$ cat config.mk
export PLATFORM = sky130hd
export DESIGN_NAME = fir_delay_line
export DESIGN_NICKNAME = d
export VERILOG_FILES = /design/src/fas_pkg.sv /design/src/fir_delay_line.sv
export VERILOG_INCLUDE_DIRS = /design/src
export SDC_FILE = /design/constraint.sdc
export NUM_CORES = 1
export LEC_CHECK = 0
export ABC_AREA = 1
export BUFFER_PORTS_ARGS = -buffer_cell sky130_fd_sc_hd__buf_2
export CORE_ASPECT_RATIO = 1.1
export CORE_MARGIN = 4
export CORE_UTILIZATION = 40
export CTS_BUF_LIST = sky130_fd_sc_hd__clkbuf_16
export DETAILED_ROUTE_END_ITERATION = 8
export PLACE_DENSITY_LB_ADDON = 0.15
export RECOVER_POWER = 100
export SETUP_SLACK_MARGIN = 0.05
export SYNTH_ARGS = -nofsm -noshare
export SYNTH_HDL_FRONTEND = slang
export SYNTH_SLANG_ARGS = --single-unit
$ cat constraint.sdc
create_clock -name clk -period 38.2 [get_ports clk]
set_input_delay 7.64 -clock clk [delete_from_list [all_inputs] [get_ports clk]]
set_output_delay 7.64 -clock clk [all_outputs]
set_load 0.05 [all_outputs]
$ cat src/fas_params.svh
////////////////////////////////////////
// Width and size macros for the FIR filter
// and the sample framer
////////////////////////////////////////
`ifndef FAS_PARAMS_SVH
`define FAS_PARAMS_SVH

////////////////////////////////////////
// Sample path
////////////////////////////////////////
`define FAS_SAMPLE_W   16   // Signed input and output samples

// Filter taps, fixed by the coefficient table
`define FAS_TAPS       32

////////////////////////////////////////
// Coefficients and accumulator
////////////////////////////////////////
`define FAS_COEF_W     20   // Signed coefficient word
`define FAS_COEF_FRAC  16   // Q16 fraction bits

// 16 x 20 product plus 5 guard bits for 32 terms
`define FAS_ACC_W      41

////////////////////////////////////////
// Framer
////////////////////////////////////////
`define FAS_FRAME_LEN  16   // Samples per frame for the transform stage

`endif

$ cat src/fas_pkg.sv
////////////////////////////////////////
// Sample, coefficient, accumulator, tap and
// frame types, plus the FIR coefficient table
////////////////////////////////////////
`include "fas_params.svh"

package fas_pkg;

  ////////////////////////////////////////
  // Scalar types
  ////////////////////////////////////////
  typedef logic signed [`FAS_SAMPLE_W-1:0] sample_t;  // Audio sample
  typedef logic signed [`FAS_COEF_W-1:0]   coef_t;    // Q16 coefficient
  typedef logic signed [`FAS_ACC_W-1:0]    acc_t;     // Sum of products

  // Index 0 is the newest sample in the line
  typedef sample_t [`FAS_TAPS-1:0]      tap_array_t;

  // Index 0 is the oldest sample of the frame
  typedef sample_t [`FAS_FRAME_LEN-1:0] frame_t;

  ////////////////////////////////////////
  // Low-pass coefficients
  ////////////////////////////////////////
  // Entry k weights the sample that is k samples old
  // Table is symmetric about the 15/16 midpoint
  localparam coef_t FIR_COEF [`FAS_TAPS] = '{
    20'hFFF9E, 20'hFFF86,   // Outer side lobe
    20'hFFFA7, 20'h0003B,
    20'h0014B, 20'h0024A,
    20'h00222, 20'hFFFE4,
    20'hFFBC5, 20'hFF7CA,   // First negative lobe
    20'hFF74E, 20'hFFD74,
    20'h00B1A, 20'h01DAC,   // Rising edge of main lobe
    20'h02F9E, 20'h03AA9,   // Peak near 0.229
    20'h03AA9, 20'h02F9E,
    20'h01DAC, 20'h00B1A,
    20'hFFD74, 20'hFF74E,
    20'hFF7CA, 20'hFFBC5,
    20'hFFFE4, 20'h00222,
    20'h0024A, 20'h0014B,
    20'h0003B, 20'hFFFA7,
    20'hFFF86, 20'hFFF9E    // Mirror of entries 0 and 1
  };

endpackage

$ cat src/fir_delay_line.sv
////////////////////////////////////////
// FIR input delay line of the last 32 samples
// with run fill counter and tap valid
////////////////////////////////////////
`timescale 1ns/1ps
`include "fas_params.svh"

module fir_delay_line import fas_pkg::*; (
  input  logic       clk,
  input  logic       rst,
  input  logic       data_valid,  // Sample accepted at this edge
  input  sample_t    data,
  output tap_array_t taps,        // Index 0 newest
  output logic       tap_valid    // Line full for the current run
);

  // Samples seen in the current run saturate at the tap count
  logic [$clog2(`FAS_TAPS+1)-1:0] fill_cnt;
  logic                           fill_done;  // Line full after this sample

  // 31 already held means this sample completes the window
  assign fill_done = (fill_cnt >= `FAS_TAPS - 1);

  ////////////////////////////////////////
  // Shift register
  ////////////////////////////////////////
  always_ff @(posedge clk or posedge rst) begin
    if (rst) begin
      taps <= '0;
    end else if (data_valid) begin
      // New sample enters slot 0 and the oldest falls off the top
      taps <= {taps[`FAS_TAPS-2:0], data};
    end
  end

  ////////////////////////////////////////
  // Fill counter and valid
  ////////////////////////////////////////
  always_ff @(posedge clk or posedge rst) begin
    if (rst) begin
      fill_cnt  <= '0;
      tap_valid <= 1'b0;
    end else if (!data_valid) begin
      // Gap ends the run and the window must refill
      fill_cnt  <= '0;
      tap_valid <= 1'b0;
    end else begin
      if (fill_cnt != `FAS_TAPS) begin
        fill_cnt <= fill_cnt + 1'b1;         // Hold at 32 once full
      end
      tap_valid <= fill_done;                // One cycle after the accepting edge
    end
  end

  ////////////////////////////////////////
  // Checks
  ////////////////////////////////////////
  // Counter must saturate and never run past the window size
  a_fill_bound : assert property (
    @(posedge clk) disable iff (rst)
    fill_cnt <= `FAS_TAPS
  );

endmodule

==> results_dict.tcl <==
set metrics [dict create \
    dieArea_um2 51500 \
    drtIter0Drc 1030 \
    r2r-end "fill_cnt[0]" \
    synth-simple-area-share_pct 11.5 \
    power_density_nw_per_um2 73.7 \
    rrSetupSlack_ns 36.97 \
    clk_latency_ns 0.58 \
    p_leak_nw 10.5 \
    root_buffer "clkbuf_16" \
    outcome "complete, but fails checks" \
    final_cell_mix "565 x nand2_1, 529 x clkbuf_1, 519 x dfrtp_1, 488 x o21ai_0, 261 x inv_1" \
    synthMuxAreaShare_pct 0 \
    clock_path_buffers 3 \
    holdCritPathClass "reg2reg" \
    grt_pass1_wl_mm 86.2 \
    final_nets 2471 \
    final_common_cell "nand2_1" \
    finalPower_mw 1.71 \
    io_pins 532 \
    max-cap-violations 17 \
    vdd_ir_drop_max_uv 44.6 \
    synth_xor_area_share_pct 0.0457 \
    drv_slew 1583 \
    multi_input_area_um2 4710 \
    timing.critical_path.mode_cell "clkbuf_1" \
    grt_pass1_vias 14600 \
    cp.arrival_ns 20.15 \
    yosysSeqAreaShare_pct 67.7 \
    vias_per_cell 4.70 \
    cts_buffers 53 \
    clock-sinks 519 \
    gr-total-overflow 0 \
    fmax_ghz 0.0503 \
    drt_first_pass_iters 5 \
    hold_buffers 0 \
    rsz0062_at_grt "false" \
    crit_chain "clkbuf_1 > clkinvlp_2 > clkbuf_1 > clkbuf_1 > nand2_1 > o21ai_0" \
    tns_ns 0 \
    num_vias 14700 \
    yosysWarnings 0 \
    yosysTopAreaCell "dfrtp_1" \
    whs_endpoint "taps[503]" \
    synth_area_um2 19200 \
    grt_max_degree 218 \
    syn_avg_cell_area_um2 9.77 \
    synthAdderAreaFrac_pct 0.130 \
    critPathKind "in2reg" \
    portBuffers 531 \
    fin_crit_sh_pct 52.0 \
    synth_top_cell_area_share_pct 67.7 \
    fin_crit_ns 19.87 \
    wl_per_cell_um 17.7 \
    holdPathStages 2 \
    rows 83 \
    final.setup_skew_ns 0.00784 \
    antenna_found_initial 2 \
    cp_slowest_cell "clkinvlp_2" \
    wl_mm 55.6 \
    failed_checks "max-capacitance violations, max-slew violations" \
    synth_compound_area_share_pct 12.9 \
    syn2layout_area_growth_pct 21.3 \
    cts_tree "done" \
    synth_cells 1964 \
    worstHoldStart "taps[503]" \
    finalHoldViolations 0 \
    post_cts_resized 0 \
    filler_cell_count 4814 \
    cts_setup_buffers 0 \
    drc 0 \
    ys_top_cells_by_area "dfrtp_1 68%, nand2_1 11%, o21ai_0 9.9%" \
    core-area_um2 47000 \
    ant_nets 0 \
    r2r-start "fill_cnt[0]" \
    max_stage_delay_ns 5.94 \
    worst_slew_pin_slew_ns 5.43 \
    start_util_pct 40.8 \
    drive_above_1_share_pct 3.81 \
    synth_top_family_by_area "compound AO/OA/AOI/OAI gates" \
    htreeDepth 2 \
    fp.dieW_um 217 \
    ys_ff_latch 519 \
    place_congestion 0.821 \
    relSlewSlack_pct -264 \
    worstPathMaxFanout 217 \
    finalSetupViolations 0 \
    crit_path_end_kind "flip-flop" \
    area.sequential_um2 13000 \
    die_y_um 238 \
    ys_types 18 \
    synth_fp_nets 1985 \
    cts.reportedPaths.clkPinSlew_ns 0.06 \
    cp_data_required_time_ns 38.48 \
    dp_hpwl_mm 39.8 \
    crit_path_start_kind "primary input" \
    grt_util_all_layers_pct 21.1 \
    reg2reg_depth 7 \
]
-- kinds of logic (layout without fill, tap and decap cells) --
family,after synthesis,count (layout)
DFF,519,519
adders and majority gates,2,2
xor gates and xnor gates,1,1
buffers and inverters,367,897
and+or+nand+nor,582,582
AOI/OAI and AO/OA,493,493
other,0,1
-- state kept, by name (all words and copies together) (netlist names) --
register   cells
fill_cnt       6
taps         512
tap_valid      1
-- critical path, delay by kind of cell --
kind / cells / cell delay, ns
AOI/OAI and AO/OA: 1 / 0.14
and+or+nand+nor: 1 / 0.38
buffers and inverters: 4 / 11.72
-- routing by layer --
layer / GRT usage (%) / routed length (um)
met1: 26.5 / 22300
met2: 35.6 / 27400
met3: 6.95 / 4540
met4: 5.24 / 1270
met5: 0 / 8
-- cell type report --
cell class | count | area share, %
Clock buffer | 55 | 5.92
Multi-Input combinational cell | 1078 | 20.2
Clock inverter | 44 | 1.59
Inverter | 253 | 4.09
Tap cell | 637 | 3.43
Antenna cell | 1 | 0.0108
Timing Repair Buffer | 545 | 8.88
Sequential cell | 519 | 55.8
-- worst max path at each step --
stage | slack (ns) | end | start | cells after the start
after floorplan | 16.06 | fill_cnt[0] | rst | 1
after global placement | 27.19 | taps[108] | rst | 5
after detailed placement | 27.11 | taps[108] | rst | 5
after CTS | 27.75 | taps[76] | rst | 5
after global routing | 16.54 | taps[68] | data_valid | 6
final | 18.33 | taps[64] | data_valid | 6
-- synthesized netlist by cell type, drive strengths merged --
cell type,count
nand2,565
dfrtp,519
o21ai,490
inv,253
buf,77
clkbuf,37
nand3,7
nor2,5
a21oi,3
nand4,3
ha,2
nor2b,1
or2,1
xor2,1
-- where the power goes --
group	internal [mW]	switching, mW
logic	0.0663	0.428
registers	0.635	0.0653
clock network	0.307	0.213
total	1.01	0.707
-- stage by stage --
step | instances | cell area, um2 | util (%) | setup slack [ns] | hold slack (ns)
6_report | 3132 | 23300 | 49.4 | 18.33 | 0.484
5_1_grt | 3131 | 23300 | 49.4 | 16.54 | 0.520
4_1_cts | 3131 | 24000 | 51.0 | 27.75 | 0.485
3_5_place_dp | 3032 | 22200 | 47.3 | 27.11 | 0.469
3_3_place_gp | 3032 | 22200 | 47.3 | 27.19 | 0.465
2_1_floorplan | 1964 | 19200 | - | 16.06 | 0.495
No activity file was read; power rests on OpenSTA's default activity.
